<file path="src/include/mem_settings.svh">
`ifndef MEM_SETTINGS_SVH
`define MEM_SETTINGS_SVH

////////////////////////////////////////
// widths
////////////////////////////////////////

`define MEM_ADDR_W 16   // byte address
`define MEM_DATA_W 32   // client word
`define MEM_BYTE_W 8    // ram data port

////////////////////////////////////////
// queue depths
////////////////////////////////////////

`define MEM_REQ_DEPTH 4
`define MEM_RSP_DEPTH 2

`endif

</file>
<file path="src/mem_pkg.sv">
`include "mem_settings.svh"

package mem_pkg;

    // owner of an access, carried through to the response
    typedef enum logic {
        src_fetch = 1'b0,
        src_lsu   = 1'b1
    } mem_src_e;

    ////////////////////////////////////////
    // client requests
    ////////////////////////////////////////

    typedef struct packed {
        logic [`MEM_ADDR_W-1:0] addr;
    } fetch_req_t;

    typedef struct packed {
        logic [`MEM_ADDR_W-1:0] addr;
        logic [`MEM_DATA_W-1:0] wdata;
        logic                   is_store;
    } lsu_req_t;

    ////////////////////////////////////////
    // queued request and completion
    ////////////////////////////////////////

    typedef struct packed {
        logic [`MEM_ADDR_W-1:0] addr;
        logic [`MEM_DATA_W-1:0] wdata;    // zero for fetches
        logic                   is_store;
        mem_src_e               src;
    } mem_req_t;

    typedef struct packed {
        logic [`MEM_DATA_W-1:0] data;     // load data, or the stored word
        logic                   is_store;
        mem_src_e               src;
    } mem_rsp_t;

endpackage

</file>
<file path="src/mem_fifo.sv">
`timescale 1ns/1ps

module mem_fifo #(
    parameter type payload_t = logic [7:0],
    parameter int  DEPTH     = 4
) (
    input  logic     clk,
    input  logic     rst,
    input  payload_t push_data,
    input  logic     push_valid,
    output logic     push_ready,
    output payload_t pop_data,
    output logic     pop_valid,
    input  logic     pop_ready
);

localparam int ptr_w = (DEPTH > 1) ? $clog2(DEPTH) : 1;
localparam int cnt_w = $clog2(DEPTH + 1);

payload_t         mem [DEPTH];
logic [ptr_w-1:0] wr_ptr;
logic [ptr_w-1:0] rd_ptr;
logic [cnt_w-1:0] count;
logic             push;
logic             pop;

assign pop_valid  = (count != '0);
assign pop_data   = mem[rd_ptr];
assign push_ready = (count != cnt_w'(DEPTH)) || pop_ready;  // full but draining this cycle
assign push       = push_valid && push_ready;
assign pop        = pop_valid && pop_ready;

always_ff @(posedge clk) begin
    if (push) begin
        mem[wr_ptr] <= push_data;
    end
end

always_ff @(posedge clk) begin
    if (rst) begin
        wr_ptr <= '0;
        rd_ptr <= '0;
        count  <= '0;
    end else begin
        if (push) begin
            wr_ptr <= (wr_ptr == ptr_w'(DEPTH - 1)) ? '0 : wr_ptr + 1'b1;
        end
        if (pop) begin
            rd_ptr <= (rd_ptr == ptr_w'(DEPTH - 1)) ? '0 : rd_ptr + 1'b1;
        end
        if (push && !pop) begin
            count <= count + 1'b1;
        end else if (pop && !push) begin
            count <= count - 1'b1;
        end
    end
end

endmodule

</file>
<file path="src/mem_req_decode.sv">
`timescale 1ns/1ps

module mem_req_decode (
    input  logic                clk,
    input  logic                rst,
    input  mem_pkg::fetch_req_t fetch_req,
    input  logic                fetch_req_valid,
    output logic                fetch_req_ready,
    input  mem_pkg::lsu_req_t   lsu_req,
    input  logic                lsu_req_valid,
    output logic                lsu_req_ready,
    output mem_pkg::mem_req_t   req,
    output logic                req_valid,
    input  logic                req_ready
);

logic favour_lsu;  // round-robin flag, 0 gives fetch priority
logic sel_lsu;
logic contend;

assign contend = fetch_req_valid && lsu_req_valid;
assign sel_lsu = lsu_req_valid && (!fetch_req_valid || favour_lsu);

assign req_valid = fetch_req_valid || lsu_req_valid;

// the loser of a contended cycle sees ready low
assign fetch_req_ready = req_ready && (!lsu_req_valid || !favour_lsu);
assign lsu_req_ready   = req_ready && (!fetch_req_valid || favour_lsu);

////////////////////////////////////////
// tag and merge
////////////////////////////////////////

always_comb begin
    if (sel_lsu) begin
        req.addr     = lsu_req.addr;
        req.wdata    = lsu_req.wdata;
        req.is_store = lsu_req.is_store;
        req.src      = mem_pkg::src_lsu;
    end else begin
        req.addr     = fetch_req.addr;
        req.wdata    = '0;
        req.is_store = 1'b0;  // fetches are always reads
        req.src      = mem_pkg::src_fetch;
    end
end

always_ff @(posedge clk) begin
    if (rst) begin
        favour_lsu <= 1'b0;
    end else if (contend && req_ready) begin
        favour_lsu <= !favour_lsu;
    end
end

endmodule

</file>
<file path="src/mem_byte_exec.sv">
`timescale 1ns/1ps
`include "mem_settings.svh"

module mem_byte_exec (
    input  logic                   clk,
    input  logic                   rst,
    input  mem_pkg::mem_req_t      req,
    input  logic                   req_valid,
    output logic                   req_ready,
    output mem_pkg::mem_rsp_t      rsp,
    output logic                   rsp_valid,
    input  logic                   rsp_ready,
    output logic [`MEM_ADDR_W-1:0] ram_addr,
    output logic [`MEM_BYTE_W-1:0] ram_wdata,
    output logic                   ram_we,
    input  logic [`MEM_BYTE_W-1:0] ram_rdata
);

localparam int addr_w     = `MEM_ADDR_W;
localparam int last_phase = 4;

logic                   busy;
logic [2:0]             phase;      // 0..3 byte slots, 4 response slot
logic                   held;       // response waiting on rsp_ready
logic [`MEM_ADDR_W-1:0] base_addr;
logic                   is_store;
mem_pkg::mem_src_e      src;
logic [`MEM_DATA_W-1:0] word;       // store rotator / load shifter
logic [`MEM_DATA_W-1:0] load_word;
logic                   pop;
logic                   done;

assign rsp_valid = busy && (phase == 3'(last_phase));
assign done      = rsp_valid && rsp_ready;
assign req_ready = !busy || done;
assign pop       = req_valid && req_ready;

// newest byte enters at the top, byte 0 ends up in bits 7:0
assign load_word = {ram_rdata, word[`MEM_DATA_W-1:`MEM_BYTE_W]};

////////////////////////////////////////
// ram port
////////////////////////////////////////

assign ram_addr  = base_addr + addr_w'(phase[1:0]);  // wraps at top of space
assign ram_wdata = word[`MEM_BYTE_W-1:0];
assign ram_we    = busy && is_store && !phase[2];

always_comb begin
    rsp.data     = (is_store || held) ? word : load_word;
    rsp.is_store = is_store;
    rsp.src      = src;
end

////////////////////////////////////////
// sequencer
////////////////////////////////////////

always_ff @(posedge clk) begin
    if (rst) begin
        busy  <= 1'b0;
        phase <= '0;
        held  <= 1'b0;
    end else if (pop) begin
        busy  <= 1'b1;
        phase <= '0;
        held  <= 1'b0;
    end else if (done) begin
        busy <= 1'b0;
        held <= 1'b0;
    end else if (busy && !phase[2]) begin
        phase <= phase + 1'b1;
    end else if (rsp_valid) begin
        held <= 1'b1;  // response fifo full
    end
end

always_ff @(posedge clk) begin
    if (pop) begin
        base_addr <= req.addr;
        is_store  <= req.is_store;
        src       <= req.src;
        word      <= req.wdata;
    end else if (busy && !held) begin
        if (is_store && !phase[2]) begin
            // rotate so the next byte sits low, word is whole again after 4
            word <= {word[`MEM_BYTE_W-1:0], word[`MEM_DATA_W-1:`MEM_BYTE_W]};
        end else if (!is_store && phase != 3'd0) begin
            word <= load_word;  // byte from previous cycle's address
        end
    end
end

endmodule

</file>
<file path="src/mem_result.sv">
`timescale 1ns/1ps
`include "mem_settings.svh"

module mem_result (
    input  logic              clk,
    input  logic              rst,
    input  mem_pkg::mem_rsp_t rsp_in,
    input  logic              rsp_in_valid,
    output logic              rsp_in_ready,
    output mem_pkg::mem_rsp_t fetch_rsp,
    output logic              fetch_rsp_valid,
    input  logic              fetch_rsp_ready,
    output mem_pkg::mem_rsp_t lsu_rsp,
    output logic              lsu_rsp_valid,
    input  logic              lsu_rsp_ready
);

mem_pkg::mem_rsp_t head;
logic              head_valid;
logic              head_ready;
logic              to_fetch;

////////////////////////////////////////
// completion queue
////////////////////////////////////////

mem_fifo #(
    .payload_t (mem_pkg::mem_rsp_t),
    .DEPTH     (`MEM_RSP_DEPTH)
) u_rsp_fifo (
    .clk        (clk),
    .rst        (rst),
    .push_data  (rsp_in),
    .push_valid (rsp_in_valid),
    .push_ready (rsp_in_ready),
    .pop_data   (head),
    .pop_valid  (head_valid),
    .pop_ready  (head_ready)
);

////////////////////////////////////////
// routing
////////////////////////////////////////

assign to_fetch = (head.src == mem_pkg::src_fetch);

assign fetch_rsp       = head;
assign lsu_rsp         = head;
assign fetch_rsp_valid = head_valid && to_fetch;
assign lsu_rsp_valid   = head_valid && !to_fetch;

// in-order, so a stalled port holds up the other one
assign head_ready = to_fetch ? fetch_rsp_ready : lsu_rsp_ready;

endmodule

</file>
<file path="src/mem_ctrl_top.sv">
`timescale 1ns/1ps
`include "mem_settings.svh"

module mem_ctrl_top (
    input  logic                   clk,
    input  logic                   rst,
    input  mem_pkg::fetch_req_t    fetch_req,
    input  logic                   fetch_req_valid,
    output logic                   fetch_req_ready,
    input  mem_pkg::lsu_req_t      lsu_req,
    input  logic                   lsu_req_valid,
    output logic                   lsu_req_ready,
    output mem_pkg::mem_rsp_t      fetch_rsp,
    output logic                   fetch_rsp_valid,
    input  logic                   fetch_rsp_ready,
    output mem_pkg::mem_rsp_t      lsu_rsp,
    output logic                   lsu_rsp_valid,
    input  logic                   lsu_rsp_ready,
    output logic [`MEM_ADDR_W-1:0] ram_addr,
    output logic [`MEM_BYTE_W-1:0] ram_wdata,
    output logic                   ram_we,
    input  logic [`MEM_BYTE_W-1:0] ram_rdata
);

mem_pkg::mem_req_t dec_req;
logic              dec_req_valid;
logic              dec_req_ready;
mem_pkg::mem_req_t q_req;
logic              q_req_valid;
logic              q_req_ready;
mem_pkg::mem_rsp_t ex_rsp;
logic              ex_rsp_valid;
logic              ex_rsp_ready;

mem_req_decode u_decode (
    .clk             (clk),
    .rst             (rst),
    .fetch_req       (fetch_req),
    .fetch_req_valid (fetch_req_valid),
    .fetch_req_ready (fetch_req_ready),
    .lsu_req         (lsu_req),
    .lsu_req_valid   (lsu_req_valid),
    .lsu_req_ready   (lsu_req_ready),
    .req             (dec_req),
    .req_valid       (dec_req_valid),
    .req_ready       (dec_req_ready)
);

mem_fifo #(
    .payload_t (mem_pkg::mem_req_t),
    .DEPTH     (`MEM_REQ_DEPTH)
) u_req_fifo (
    .clk        (clk),
    .rst        (rst),
    .push_data  (dec_req),
    .push_valid (dec_req_valid),
    .push_ready (dec_req_ready),
    .pop_data   (q_req),
    .pop_valid  (q_req_valid),
    .pop_ready  (q_req_ready)
);

mem_byte_exec u_exec (
    .clk       (clk),
    .rst       (rst),
    .req       (q_req),
    .req_valid (q_req_valid),
    .req_ready (q_req_ready),
    .rsp       (ex_rsp),
    .rsp_valid (ex_rsp_valid),
    .rsp_ready (ex_rsp_ready),
    .ram_addr  (ram_addr),
    .ram_wdata (ram_wdata),
    .ram_we    (ram_we),
    .ram_rdata (ram_rdata)
);

mem_result u_result (
    .clk             (clk),
    .rst             (rst),
    .rsp_in          (ex_rsp),
    .rsp_in_valid    (ex_rsp_valid),
    .rsp_in_ready    (ex_rsp_ready),
    .fetch_rsp       (fetch_rsp),
    .fetch_rsp_valid (fetch_rsp_valid),
    .fetch_rsp_ready (fetch_rsp_ready),
    .lsu_rsp         (lsu_rsp),
    .lsu_rsp_valid   (lsu_rsp_valid),
    .lsu_rsp_ready   (lsu_rsp_ready)
);

endmodule

</file>
<file path="config.mk">
export PLATFORM = sky130hd
export DESIGN_NAME = mem_ctrl_top
export DESIGN_NICKNAME = d
export VERILOG_FILES = /design/src/mem_pkg.sv /design/src/mem_fifo.sv /design/src/mem_req_decode.sv /design/src/mem_byte_exec.sv /design/src/mem_result.sv /design/src/mem_ctrl_top.sv
export VERILOG_INCLUDE_DIRS = /design/src /design/src/include
export SDC_FILE = /design/constraint.sdc
export NUM_CORES = 1
export LEC_CHECK = 0
export BUFFER_PORTS_ARGS = -buffer_cell sky130_fd_sc_hd__buf_4
export CORE_ASPECT_RATIO = 1.1
export CORE_MARGIN = 5
export CORE_UTILIZATION = 47
export DETAILED_ROUTE_END_ITERATION = 7
export PLACE_DENSITY = 0.73
export SLEW_MARGIN = 20
export SYNTH_ARGS = -nofsm -noshare
export SYNTH_HDL_FRONTEND = slang
export SYNTH_SLANG_ARGS = --single-unit
</file>
<file path="constraint.sdc">
create_clock -name clk -period 3.9 [get_ports clk]
set_clock_uncertainty 0.05 [all_clocks]
set_input_delay 0.39 -clock clk [delete_from_list [all_inputs] [get_ports clk]]
set_output_delay 0.39 -clock clk [all_outputs]
set_load 0.02 [all_outputs]
</file>
After elaboration in Yosys (flattened, before gate mapping)
Memories as Yosys holds them, arrays and structs flattened. A register that Yosys moved wholly into a read port is not among the register bits.
Cells that the tools add are included.
Widths: inputs -> output; s select.
{"block": "word_totals", "in_bits": 79, "ramBits": 268, "word_cells": 112, "latch_bits": 0, "reg_bits": 67, "n_memories": 2, "romBits": 0}
{"name": "u_req_fifo.mem", "words": 4, "width": 50, "rd": 1, "rd_clocked_by_memory_dff": 1, "wr": 1, "line": "mem_fifo.sv:20", "text": "payload_t mem [DEPTH];"}
{"name": "u_result.u_rsp_fifo.mem", "words": 2, "width": 34, "rd": 1, "rd_clocked_by_memory_dff": 1, "wr": 1, "line": "mem_fifo.sv:20"}
{"block": "op_classes", "add_sub_neg": 10, "bitwise_logic": 3, "div": 0, "muxes": 25, "n_mul": 0, "shifts": 0, "order_cmp": 0, "n_reduce_logical": 53, "n_eq_ne": 5}
{"cell": "$mux 32", "count": 5}
{"cell": "$mux 50", "count": 1}
{"cell": "$logic_and 1x1->1", "count": 22}
{"cell": "$add 16x2->16", "count": 1}
{"cell": "$mux 2", "count": 6}
{"cell": "$logic_not 1->1", "count": 11}
{"cell": "$mux 1", "count": 11}
{"cell": "$reduce_bool 2->1", "count": 5}
{"cell": "$reduce_bool 3->1", "count": 3}
{"cell": "$logic_or 1x1->1", "count": 7}
{"cell": "$add 2x1->2 const B", "count": 3}
{"cell": "$add 3x1->3 const B", "count": 2}
{"cell": "$mux 3", "count": 2}
{"cell": "$reduce_and 2->1", "count": 3}
{"cell": "$eq 2x2->1 const B", "count": 2}
{"cell": "$eq 3x3->1 const B", "count": 1}
{"cell": "$ne 3x3->1 const B", "count": 1}
{"cell": "$not 1->1", "count": 3}
{"cell": "$reduce_or 3->1", "count": 1}
{"cell": "$sub 3x1->3 const B", "count": 1}
{"cell": "$add 1x1->1 const B", "count": 2}
{"cell": "$ne 2x2->1 const B", "count": 1}
{"cell": "$reduce_or 2->1", "count": 1}
{"cell": "$sub 2x1->2 const B", "count": 1}

Longest topological paths before layout
Gate-level depths: netlist of the first run.
{"block": "depth", "ltp_word": 10, "mapped_depth": 12, "depth_no_buf": 12}

By module
A second synthesis of the first run with hierarchy kept.
{"block": "hier_totals", "hier_cells": 773, "area_unflattened_um2": 14213.6}
{"module": "mem_fifo (u_req_fifo)", "n_inst": 1, "area_per_inst_um2": 7672.4, "cells_each": 310}
{"module": "mem_byte_exec", "n_inst": 1, "area_per_inst_um2": 3005.4, "cells_each": 228}
{"module": "mem_fifo (u_result.u_rsp_fifo)", "n_inst": 1, "area_per_inst_um2": 2687.6, "cells_each": 131}
{"module": "mem_req_decode", "n_inst": 1, "area_per_inst_um2": 561.8, "cells_each": 67}
{"module": "mem_result", "n_inst": 1, "area_per_inst_um2": 286.5, "cells_each": 37}

Worst setup path before layout of the first run
OpenSTA, ideal clock, no wires.
{"block": "synth_path", "path_type": "register to register", "startpoint": "register with a tool-made name", "endpoint": "memory u_req_fifo.mem[0][0] (netlist bit), enable pin", "required_ns": 3.437, "stages_incl_launch_ff": 6, "setup_ns": 0.413, "period_less_slack_ns": 2.964, "path_buffers": 1, "arrival_time_ns": 2.501, "path_slack_ns": 0.936, "path_cell_list": "dfxtp_1 > buf_4 > mux2i_4 > mux2i_1 > o21a_1 > and2_1"}
{"element": "end: declaration", "line": "mem_fifo.sv:20"}

Final worst setup path of the first run
{"block": "layout_path", "startpoint": "register u_exec.phase[0]", "endpoint": "output port ram_addr[10]"}
{"block": "layout_between", "elab_chain_cells": 1}
{"element": "start: declaration", "line": "mem_byte_exec.sv:23", "text": "logic [2:0] phase;"}
{"element": "start signal: assignment", "line": "mem_byte_exec.sv:72", "text": "phase <= phase + 1'b1;"}
{"element": "$add 16x2->16", "line": "mem_byte_exec.sv:45", "text": "assign ram_addr = base_addr + addr_w'(phase[1:0]);"}
{"element": "end: declaration", "line": "mem_ctrl_top.sv:19", "text": "output logic [`MEM_ADDR_W-1:0] ram_addr,"}
No other way between the ends.

==> run_results.csv, run 1 <==
group,metric,value,unit
yosys,synth_area,14160,um2
floorplan,rows,66,
clock_tree,ctsHoldBuffers,0,
timing,tns,0,ns
timing,min_period_over_period,82.63,%
critical_path,path_class,"reg2out",
clock_tree,clkLatencyLatePin,0.49,ns
detailed_routing,vias,6966,
timing,worst_pin_slew,1.043,ns
clock_tree,clockBufferDepth,3,
detailed_routing,avgRoutedWirePerCell,19.50,um
clock_tree,numCtsBuffers,35,
timing,timing.hold.ws,0.1866,ns
detailed_routing,drc,0,
placed_design,routabilityCongestion,0.7513,
detailed_routing,drtPass1Iterations,4,
yosys,avgSynthCellArea,18.42,um2
yosys,synth_fp_nets,861,
placed_design,io_buffers,175,
cells_and_area,drive_gt1_share,44.19,%
detailed_routing,routed_wl,25740,um
hold_path,whs_path_depth,2,
cells_and_area,area_growth,18.30,%
detailed_routing,drtIter0Drc,314,
placed_design,dpl_cell_area,15670,um2
detailed_routing,highest_layer,"met5",
yosys,synth.area.top_cells,"edfxtp_1 (67%), mux2_2 (9.8%), mux4_2 (7.9%)",
cells_and_area,fin_util,56.52,%
clock_tree,cts_setup_buffers,0,
power,leakage,5.907,nW
cells_and_area,diodes,0,
clock_tree,cts_tree,"yes",
global_route,grt_use_total,15.24,%
global_route,antenna_found_initial,2,
yosys,yosysUniqueCellTypes,44,
timing,setup_viol_count_final,0,
floorplan,start_util,47.78,%
floorplan,pin_count,176,
power,power,11.77,mW
detailed_routing,ant_nets,0,
timing,max_freq,310.3,MHz
run_status,status,"completed",
detailed_routing,wl_met1,11150,um
timing,period_minus_slack,3.223,ns
clock_tree,clock_sinks,338,
clock_tree,cts_root_buf,"clkbuf_16",
critical_path,cp-start-kind,"register",
critical_path,critPathMaxFanout,4,
cells_and_area,fillers,2260,
yosys,ys_warn_count,0,
critical_path,reg2reg_depth,10,
yosys,synthCells,769,
job,cap_violations,0,
global_route,overflow,0,
floorplan,dieWidth,175.5,um
floorplan,die-area,33710,um2
floorplan,die_h,192.1,um
detailed_routing,met3_length,1838,um
global_route,grt_max_degree,48,
critical_path,cp-end-kind,"output pin",
detailed_routing,routed_via_density,5.277,
timing,relSlewSlack,30.49,%
global_route,grt_pass1_wl,40440,um
power,power_density,702.3,nW/um2
cells_and_area,final_nets,1013,
hold_path,hold_class,"in2reg",
critical_path,required,3.46,ns
global_route,grt_pass1_vias,7255,
yosys,synth_seq_cells,338,
power,ir_drop,0.0004957,V
timing,rsz0062_at_grt,"no",
timing,hold_violations,0,
clock_tree,path_clk_slew,0.06,ns
cells_and_area,final_area,16760,um2
clock_tree,cts_resized,0,
yosys,yosys.area.top_type,"edfxtp_1",
floorplan,coreArea,29650,um2
yosys,ys_seq_area_share,70.24,%
clock_tree,cts_htree_levels,2,
yosys,synth.top_cell.area_share,67.41,%
critical_path,crit_arrival,2.78,ns
placed_design,dpl.hpwl,17100,um
timing,slew_violations,0,
detailed_routing,routed-wl-met2,12190,um
-- flip-flops by register name, indices dropped and copies added, names as in the netlist, named ones only --
name and count:
u_decode.favour_lsu 1, u_exec.base_addr 16, u_exec.busy 1, u_exec.held 1, u_exec.is_store 1, u_exec.phase 3
u_exec.src 1, u_exec.word 32, u_req_fifo.count 3, u_req_fifo.mem 200, u_req_fifo.rd_ptr 2, u_req_fifo.wr_ptr 2
u_result.u_rsp_fifo.count 2, u_result.u_rsp_fifo.mem 68, u_result.u_rsp_fifo.rd_ptr 1, u_result.u_rsp_fifo.wr_ptr 1
-- power by group --
part	switching (mW)	internal [mW]
Combinational	1.51	1.56
Sequential	0.512	5.02
Clock	1.24	1.92
-- metal layers --
metal  up-vias  GRT usage [%]
li1       3268              -
met1      3460          20.26
met2       196          25.03
met3        38          4.409
met4         4          3.869
met5         -              0
-- cell usage in the layout, fill, tap and decap left out, types with 2 or more instances in the layout --
cell type  count
nand2_1       10
mux2_2       123
or3_1          4
clkbuf_1      14
buf_4        185
fa_1           2
nand2b_1       2
nor2b_1        2
bufinv_16      4
nor2_1        15
a21o_1         2
nor3b_1        2
mux2i_1        5
nand3_1        7
and2_1        36
a21oi_1       14
o21ai_0        7
clkbuf_16     35
clkinv_1       6
buf_12         4
nor4bb_1       2
mux4_2        50
inv_1         12
ha_1          11
clkinv_2       2
nor3_1         7
dfxtp_1       18
xor2_1        10
xnor2_1        9
and3_1         3
and2_2         4
edfxtp_1     318
nand4_1        2
-- final timing paths --
check / start / endpoint / slack [ns]
worst max register to register: u_exec.busy / u_req_fifo.count[2] / 1.12
worst max-delay path: u_exec.phase[0] / ram_addr[10] / 0.68
worst min-delay path: ram_rdata[2] / u_result.u_rsp_fifo.mem[1][28] / 0.19
worst min register to register: u_exec.src / u_result.u_rsp_fifo.mem[1][0] / 0.45
-- critical path, cell delays in order (launching register included) --
cell,delay (ns)
dfxtp_1,0.39
ha_1,0.22
inv_1,0.06
fa_1,0.45
nor3_1,0.52
and3_1,0.26
xor2_1,0.20
buf_4,0.18
-- cell type report --
type / instances / area, um2 / share of cell area (%)
sequential: 338 / 9955 / 59.40
inverter: 13 / 48.80 / 0.2912
timing repair buffer: 189 / 1469 / 8.766
multi-input combinational: 344 / 3727 / 22.24
clock buffer: 49 / 928.4 / 5.540
clock inverter: 13 / 161.4 / 0.9632
tap: 374 / 467.9 / 2.793
-- cells by family (layout without fill, tap and decap cells) --
logic type / after synthesis / count (layout) / synth area share [%]
flops: 338 / 338 / 70.24
mux: 181 / 181 / 18.43
simple gates: 102 / 102 / 4.090
buf+inv: 87 / 264 / 3.577
compound gates: 29 / 29 / 1.237
xor+xnor: 19 / 19 / 1.175
fa+ha+maj: 13 / 13 / 1.254
-- metrics by stage --
stage | cells | setup slack [ns]
2_1_floorplan | 769 | 0.9358
3_3_place_gp | 1258 | 1.194
3_5_place_dp | 1258 | 1.098
4_1_cts | 1320 | 0.6509
5_1_grt | 1320 | 0.4904
6_report | 1320 | 0.6774
-- Yosys cell counts (all sizes together) --
cell / n
nand3: 7
edfxtp: 318
a21boi: 1
inv: 13
a41o: 1
or4: 1
o22a: 1
mux2i: 6
mux4: 50
nor3b: 2
clkbuf: 19
o21ai: 7
o21a: 1
nor4bb: 2
nand2: 10
a21oi: 14
nand4: 2
nor2: 17
a21o: 2
dfxtp: 20
nor2b: 2
xor2: 10
nor4b: 1
or2: 1
xnor2: 9
ha: 11
fa: 2
mux2: 125
buf: 55
and2: 40
nand4bb: 1
a31oi: 1
nand2b: 2
a2111oi: 1
or3: 4
and3: 3
nor3: 7
(Power assumes the default switching activity.)
==> inputs of run 2 (changes only) <==
--- a/config.mk
+++ b/config.mk
@@ -6,6 +6,7 @@
 export SDC_FILE = /design/constraint.sdc
 export NUM_CORES = 1
 export LEC_CHECK = 0
+export ABC_AREA = 1
 export BUFFER_PORTS_ARGS = -buffer_cell sky130_fd_sc_hd__buf_4
 export CORE_ASPECT_RATIO = 1.1
 export CORE_MARGIN = 5
==> constraint.sdc (replaced) <==
create_clock -name clk -period 3 [get_ports clk]
set_clock_uncertainty 0.05 [all_clocks]
set_input_delay 0.3 -clock clk [delete_from_list [all_inputs] [get_ports clk]]
set_output_delay 0.3 -clock clk [all_outputs]
set_load 0.02 [all_outputs]
==> run 2 against run 1 <==
Sequential power up 27%. Clock power up 31%. Highest routed layer is now met4. Register-to-register slack got worse by 0.71 ns. Largest power group unchanged. Die area rose by 1.4%. Largest cell class unchanged. Global-route usage up 1.8 points. Routed wire length is 15% higher.
==> run_results.csv, run 2 <==
group,metric,value,unit
floorplan,die-area,34180,um2
yosys,synthMostInstantiatedCell,"edfxtp_1",
power,ir_drop,0.0005702,V
timing,min_period_over_period,92.07,%
clock_tree,clock_sinks,338,
yosys,synth_async_sr_flop_share,0,%
power,leakage,6.794,nW
yosys,yosys-top-cells-count,"edfxtp_1 (318), nand2_1 (288), nor2_1 (171)",
power,p_int,10.57,mW
detailed_routing,drc,0,
detailed_routing,vias,9226,
cells_and_area,fillers,2526,
power,seqPwrFrac,44.2,%
critical_path,path_class,"reg2out",
floorplan,dieWidth,176.7,um
yosys,synth_fp_nets,1362,
critical_path,crit_arrival,2.41,ns
detailed_routing,drtIter0Drc,680,
timing,relSlewSlack,35.88,%
global_route,overflow,0,
timing,max_freq,362.0,MHz
cells_and_area,diodes,0,
yosys,avgSynthCellArea,11.31,um2
global_route,grt_pass1_wl,46460,um
cells_and_area,multiInputGateArea,3557,um2
cells_and_area,fin_util,56.09,%
placed_design,dpl.hpwl,19070,um
yosys,ys_warn_count,0,
power,p_sw_share,33.62,%
clock_tree,cts_tree,"yes",
yosys,synth.top_cell.area_share,66.45,%
floorplan,die_h,193.4,um
placed_design,io_buffers,175,
clock_tree,cts_htree_levels,2,
hold_path,hold_class,"in2reg",
critical_path,required,2.65,ns
floorplan,start_util,47.35,%
placed_design,dpl_cell_area,15870,um2
placed_design,post-place-cells,1781,
yosys,ys_seq_area_share,69.24,%
timing,rsz0062_at_grt,"no",
detailed_routing,ant_nets,0,
yosys,synth.area.top_cells,"edfxtp_1 (66%), nand2_1 (7.5%), o21ai_0 (4.6%)",
floorplan,rows,67,
yosys,synthCells,1270,
power,power_density,935.2,nW/um2
critical_path,crit_chain,"ha_1 -> inv_1 -> fa_2 -> nor2_4 -> nand3_1 -> nor2_2 -> nand3_1 -> nor2_1 -> xor2_1 -> buf_4",
power,p_clk_share,26.1,%
critical_path,crit_top_cell,"nand3_1",
yosys,synth_seq_cells,338,
run_status,status,"completed",
detailed_routing,routed_wl,29640,um
yosys,ys.flop_type,"edfxtp_1",
critical_path,cpMaxStageDelayCell,"fa_2",
cells_and_area,layout_common_cells,"edfxtp_1 (318), nand2_1 (287), buf_4 (197)",
critical_path,critPathMaxFanout,4,
global_route,grt_use_total,17.01,%
critical_path,max_stage_delay,0.37,ns
cells_and_area,drive_gt1_share,20.56,%
cells_and_area,final_area,17020,um2
placed_design,routabilityCongestion,0.7930,
timing,hold_violations,0,
cells_and_area,area_growth,18.44,%
timing,period_minus_slack,2.762,ns
clock_tree,cts_root_buf,"clkbuf_16",
cells_and_area,top_regs,"u_req_fifo.mem: 200 flops, u_result.u_rsp_fifo.mem: 68 flops, u_exec.word: 32 flops",
timing,tns,0,ns
detailed_routing,routed_via_density,5.003,
critical_path,cp-end-kind,"output pin",
cells_and_area,final_common_cell,"edfxtp_1",
cells_and_area,final_nets,1497,
timing,worst_pin_slew,0.9619,ns
global_route,grt_max_degree,101,
cells_and_area,seq_area,9952,um2
clock_tree,numCtsBuffers,35,
yosys,synth_area,14370,um2
cells_and_area,largest_register_ffs,200,
timing,slew_violations,0,
clock_tree,path_clk_slew,0.06,ns
timing,setup_viol_count_final,0,
yosys,synth-edff-count,318,
cells_and_area,stdcell_count,1844,
critical_path,cp-start-kind,"register",
power,p_sw,5.352,mW
yosys,yosysUniqueCellTypes,33,
power,combPwrFrac,29.7,%
floorplan,coreArea,30350,um2
global_route,grt_pass1_vias,8946,
detailed_routing,drtPass1Iterations,6,
job,cap_violations,0,
global_route,antenna_found_initial,0,
clock_tree,clkLatencyLatePin,0.52,ns
floorplan,pin_count,176,
clock_tree,clockBufferDepth,3,
cells_and_area,regMostFlops,"u_req_fifo.mem",
yosys,yosys.area.top_type,"edfxtp_1",
detailed_routing,avgRoutedWirePerCell,16.08,um
-- run 2: cell count changes in the layout (fill, tap and decap cells not counted), moves of 10 or more --
cell      before  now
and2_1        36    1
buf_4        185  197
clkbuf_1      14    4
inv_1         12   90
mux2_2       123   16
mux4_2        50    0
nand2_1       10  287
nor2_1        15  162
o21ai_0        7  133
o22ai_1        0   50
-- run 2: power groups by stage --
| stage | clock [mW] | combinational [mW] | sequential, mW |
|---|---|---|---|
| floorplan | 0 | 3.29 | 6.95 |
| global placement | 0 | 4.61 | 7.11 |
| detailed placement | 0 | 4.73 | 7.12 |
| CTS | 4.24 | 4.76 | 7.03 |
| global route | 4.44 | 5.29 | 7.11 |
| finish | 4.15 | 4.73 | 7.03 |
-- run 2: per-layer routing --
layer / part of all wire (%) / track usage (%)
met5: 0 / 0
met1: 43 / 22.74
met3: 6.1 / 2.596
met2: 48 / 28.28
met4: 2.7 / 6.306
-- run 2: worst max-delay path, delay by kind of cell (launching register included) --
kind / cells / cell delay, ns
flip-flops: 1 / 0.36
adder cells (fa/ha/maj): 2 / 0.54
buffers and inverters: 2 / 0.22
XOR/XNOR: 1 / 0.15
AND/OR/NAND/NOR: 5 / 0.65
-- run 2: cell type report --
| type | instances | area share, % |
|---|---|---|
| clock inverters | 22 | 1.286 |
| clock buffers | 40 | 5.315 |
| well taps | 414 | 3.043 |
| flip-flops and latches | 338 | 58.47 |
| multi-input cells | 736 | 20.90 |
| repair buffers | 199 | 8.866 |
| inverters | 95 | 2.117 |
-- run 2: final timing paths --
| check | startpoint | end | slack, ns | depth (start not counted) |
|---|---|---|---|---|
| worst max-delay path | u_exec.phase[0] | ram_addr[12] | 0.24 | 10 |
| worst min-delay path | lsu_req[42] | u_req_fifo.mem[0][43] | 0.07 | 3 |
| worst max register to register | u_exec.phase[1] | u_req_fifo.count[2] | 0.41 | 15 |
| worst min register to register | u_exec.src | u_result.u_rsp_fifo.mem[0][0] | 0.45 | 0 |
-- run 2: through the flow --
stage	power [mW]	setup slack, ns	hold WS [ns]
final	15.92	0.2378	0.06661
after global routing	16.83	0.04766	0.07068
after CTS	16.04	0.01122	0.04965
after detailed placement	11.85	0.2895	0.4276
after global placement	11.72	0.3634	0.4251
after floorplan	10.25	-0.6680	0.3191
-- run 2: what timing repair did --
item | CTS | global route
resized for setup | 1 | 5
hold buffers | 1 | 0
endpoints found under the hold margin | 2 | 0
setup buffers | 0 | 0
pin swaps | 0 | 0
setup endpoints to repair | 1 | 3
-- run 2: cell families after synthesis --
| kind of cell | Yosys count | share of synthesized area [%] |
|---|---|---|
| DFF | 338 | 69.24 |
| AOI/OAI and AO/OA | 204 | 7.575 |
| buffers and inverters | 196 | 6.469 |
| and+or+nand+nor | 488 | 13.31 |
| muxes | 16 | 1.254 |
| adders and majority gates | 13 | 1.236 |
| xor gates and xnor gates | 15 | 0.9142 |
==> inputs of run 3 (changes only) <==
==> constraint.sdc (replaced) <==
create_clock -name clk -period 3 [get_ports clk]
set_clock_uncertainty 0.05 [all_clocks]
set_input_delay 0.3 -clock clk [delete_from_list [all_inputs] [get_ports clk]]
set_output_delay 0.3 -clock clk [all_outputs]
set_load 0.1 [all_outputs]
==> run 3 against run 2 <==
Sequential power increased by 0.7%. Via count decreased by 0.89%. Total power increased by 6.6%. Maximum frequency decreased by 4.1%. Combinational power increased by 30%. Critical path depth unchanged. Clock-buffer cell count increased by 2. Die area unchanged. Critical endpoint unchanged. Largest cell class unchanged.
==> run_results.csv, run 3 (synthesized netlist as in run 2, its figures left out) <==
group,metric,value,unit
critical_path,crit_top_cell,"nor2_4",
cells_and_area,fillers,2493,
timing,min_period_over_period,96.04,%
timing,period_minus_slack,2.881,ns
floorplan,die_h,193.4,um
placed_design,dp_slack,0.3180,ns
critical_path,cp-start-kind,"register",
timing,slew_violations,0,
placed_design,routabilityCongestion,0.8323,
cells_and_area,area_growth,18.30,%
clock_tree,clkLatencyLatePin,0.55,ns
detailed_routing,drtIter0Drc,816,
critical_path,ff2ff_setup_slack,0.51,ns
hold_path,whs_path_depth,3,
floorplan,dieWidth,176.7,um
clock_tree,clockBufferDepth,3,
cells_and_area,regMostFlops,"u_req_fifo.mem",
job,cap_violations,0,
hold_path,hold_end,"u_req_fifo.mem[1][42]",
placed_design,dpl_cell_area,15970,um2
cells_and_area,largest_register_ffs,200,
clock_tree,cts_tree,"yes",
hold_path,hp-start,"lsu_req[41]",
timing,fin_ws,0.1187,ns
critical_path,cpMaxStageDelayCell,"fa_2",
floorplan,rows,67,
cells_and_area,layout_common_cells,"edfxtp_1 (318), nand2_1 (288), buf_4 (196)",
timing,setup_viol_count_final,0,
critical_path,cp-end-kind,"output pin",
cells_and_area,final_common_cell,"edfxtp_1",
timing,hold_violations,0,
timing,worst_pin_slew,0.9381,ns
cells_and_area,top_regs,"u_req_fifo.mem: 200 flops, u_result.u_rsp_fifo.mem: 68 flops, u_exec.word: 32 flops",
placed_design,io_buffers,175,
cells_and_area,diodes,0,
global_route,antenna_found_initial,0,
detailed_routing,routed_via_density,4.967,
timing,rsz0062_at_grt,"no",
clock_tree,numCtsBuffers,31,
critical_path,crit_family,"simple AND/OR/NAND/NOR gates",
floorplan,start_util,47.35,%
timing,max_freq,347.1,MHz
global_route,grt_use_total,16.98,%
global_route,overflow,0,
hold_path,hold_class,"in2reg",
power,ir_drop,0.0006415,V
cells_and_area,final_nets,1495,
placed_design,dpl.hpwl,19540,um
power,leakage,6.782,nW
clock_tree,clock_sinks,338,
critical_path,cp.depth,10,
detailed_routing,vias,9144,
power,power_density,998.0,nW/um2
floorplan,pin_count,176,
clock_tree,path_clk_slew,0.06,ns
floorplan,coreArea,30350,um2
detailed_routing,routed_wl,29600,um
critical_path,max_stage_delay,0.37,ns
critical_path,required,2.65,ns
critical_path,timing.rr.end,"u_req_fifo.count[2]",
detailed_routing,drc,0,
detailed_routing,drtPass1Iterations,5,
critical_path,reg2reg_depth,15,
global_route,grt_pass1_wl,47220,um
critical_path,path_class,"reg2out",
cells_and_area,final_area,17000,um2
timing,relSlewSlack,37.37,%
critical_path,crit_arrival,2.53,ns
critical_path,crit_chain,"ha_2 -> inv_1 -> fa_2 -> nor2_4 -> nand3_2 -> nor2_4 -> nand3_2 -> nor2_4 -> xor2_2 -> buf_12",
detailed_routing,ant_nets,0,
run_status,status,"completed",
timing,tns,0,ns
clock_tree,cts_root_buf,"clkbuf_16",
global_route,grt_pass1_vias,8951,
critical_path,r2r_start,"u_exec.phase[1]",
cells_and_area,drive_gt1_share,20.67,%
floorplan,die-area,34180,um2
detailed_routing,avgRoutedWirePerCell,16.08,um
clock_tree,cts_htree_levels,1,
power,power,16.97,mW
critical_path,path_buf_inv,2,
global_route,grt_max_degree,101,
critical_path,critPathMaxFanout,4,
==> run 3: cell count changes in the layout (fill, tap and decap cells not counted), sizes merged <==
cell      previous run  this run
clkinvlp             4         0
inv                 94        95
clkinv              16        12
clkbuf              40        42
buf                198       200
==> run 3: power breakdown <==
group | internal, mW | switching, mW | total (mW)
clock | 2.16 | 1.56 | 3.72
combinational | 1.63 | 4.54 | 6.17
sequential | 6.57 | 0.507 | 7.08
==> run 3: metal layers <==
layer  routed length [um]  up-vias  track usage [%]
met5                    0        -                0
met4                  779        0            4.672
met3                 2071       48            2.596
met2                13940      324            27.91
met1                12810     4229            23.74
li1                     -     4543                -
==> run 3: stage by stage <==
step | util [%] | hold WS [ns] | std cells
finish | 56.02 | 0.03855 | 1841
global route | 56.02 | 0.03096 | 1841
CTS | 55.93 | 0.02452 | 1841
detailed placement | 52.61 | 0.4205 | 1782
global placement | 52.61 | 0.4085 | 1782
floorplan | - | 0.3191 | 1270
==> run 3: cell type report <==
cell class / instances / area [um2] / area share (%)
clock buffer: 42 / 817.0 / 4.806
clock inverter: 15 / 148.9 / 0.8758
inverter: 95 / 359.1 / 2.112
multi-input combinational: 736 / 3643 / 21.43
sequential: 338 / 9952 / 58.54
tap: 414 / 518.0 / 3.047
timing repair buffer: 201 / 1562 / 9.185
==> run 3: worst max-delay path by stage <==
stage | end | start | slack, ns
2_1_floorplan | u_req_fifo.mem[0][0] | u_exec.phase[1] | -0.67
3_3_place_gp | ram_addr[12] | u_exec.phase[0] | 0.37
3_5_place_dp | ram_addr[12] | u_exec.phase[0] | 0.32
4_1_cts | ram_addr[12] | u_exec.phase[0] | 0.02
5_1_grt | ram_addr[12] | u_exec.phase[0] | 0.008
6_report | ram_addr[12] | u_exec.phase[0] | 0.12
==> run 3: what timing repair did <==
item | 4_1_cts | 5_1_grt
hold endpoints to repair | 2 | 0
setup endpoints to repair | 2 | 2
hold buffers | 1 | 0
resized for setup | 8 | 6
buffers inserted | 1 | 0
pin swaps | 2 | 3
gates cloned | 0 | 0
==> run 3: worst register-to-register path, cell delays in order (launching register included) <==
cell and delay, ns:
dfxtp_1 0.34, inv_1 0.11, ha_1 0.18, nand3_1 0.09, inv_2 0.10, nand2_4 0.09, nand3_2 0.16, nand2_1 0.11
inv_1 0.07, ha_1 0.13, inv_1 0.06, fa_1 0.38, a21oi_1 0.14, o21ai_0 0.12, o21ai_0 0.18, a21oi_1 0.06
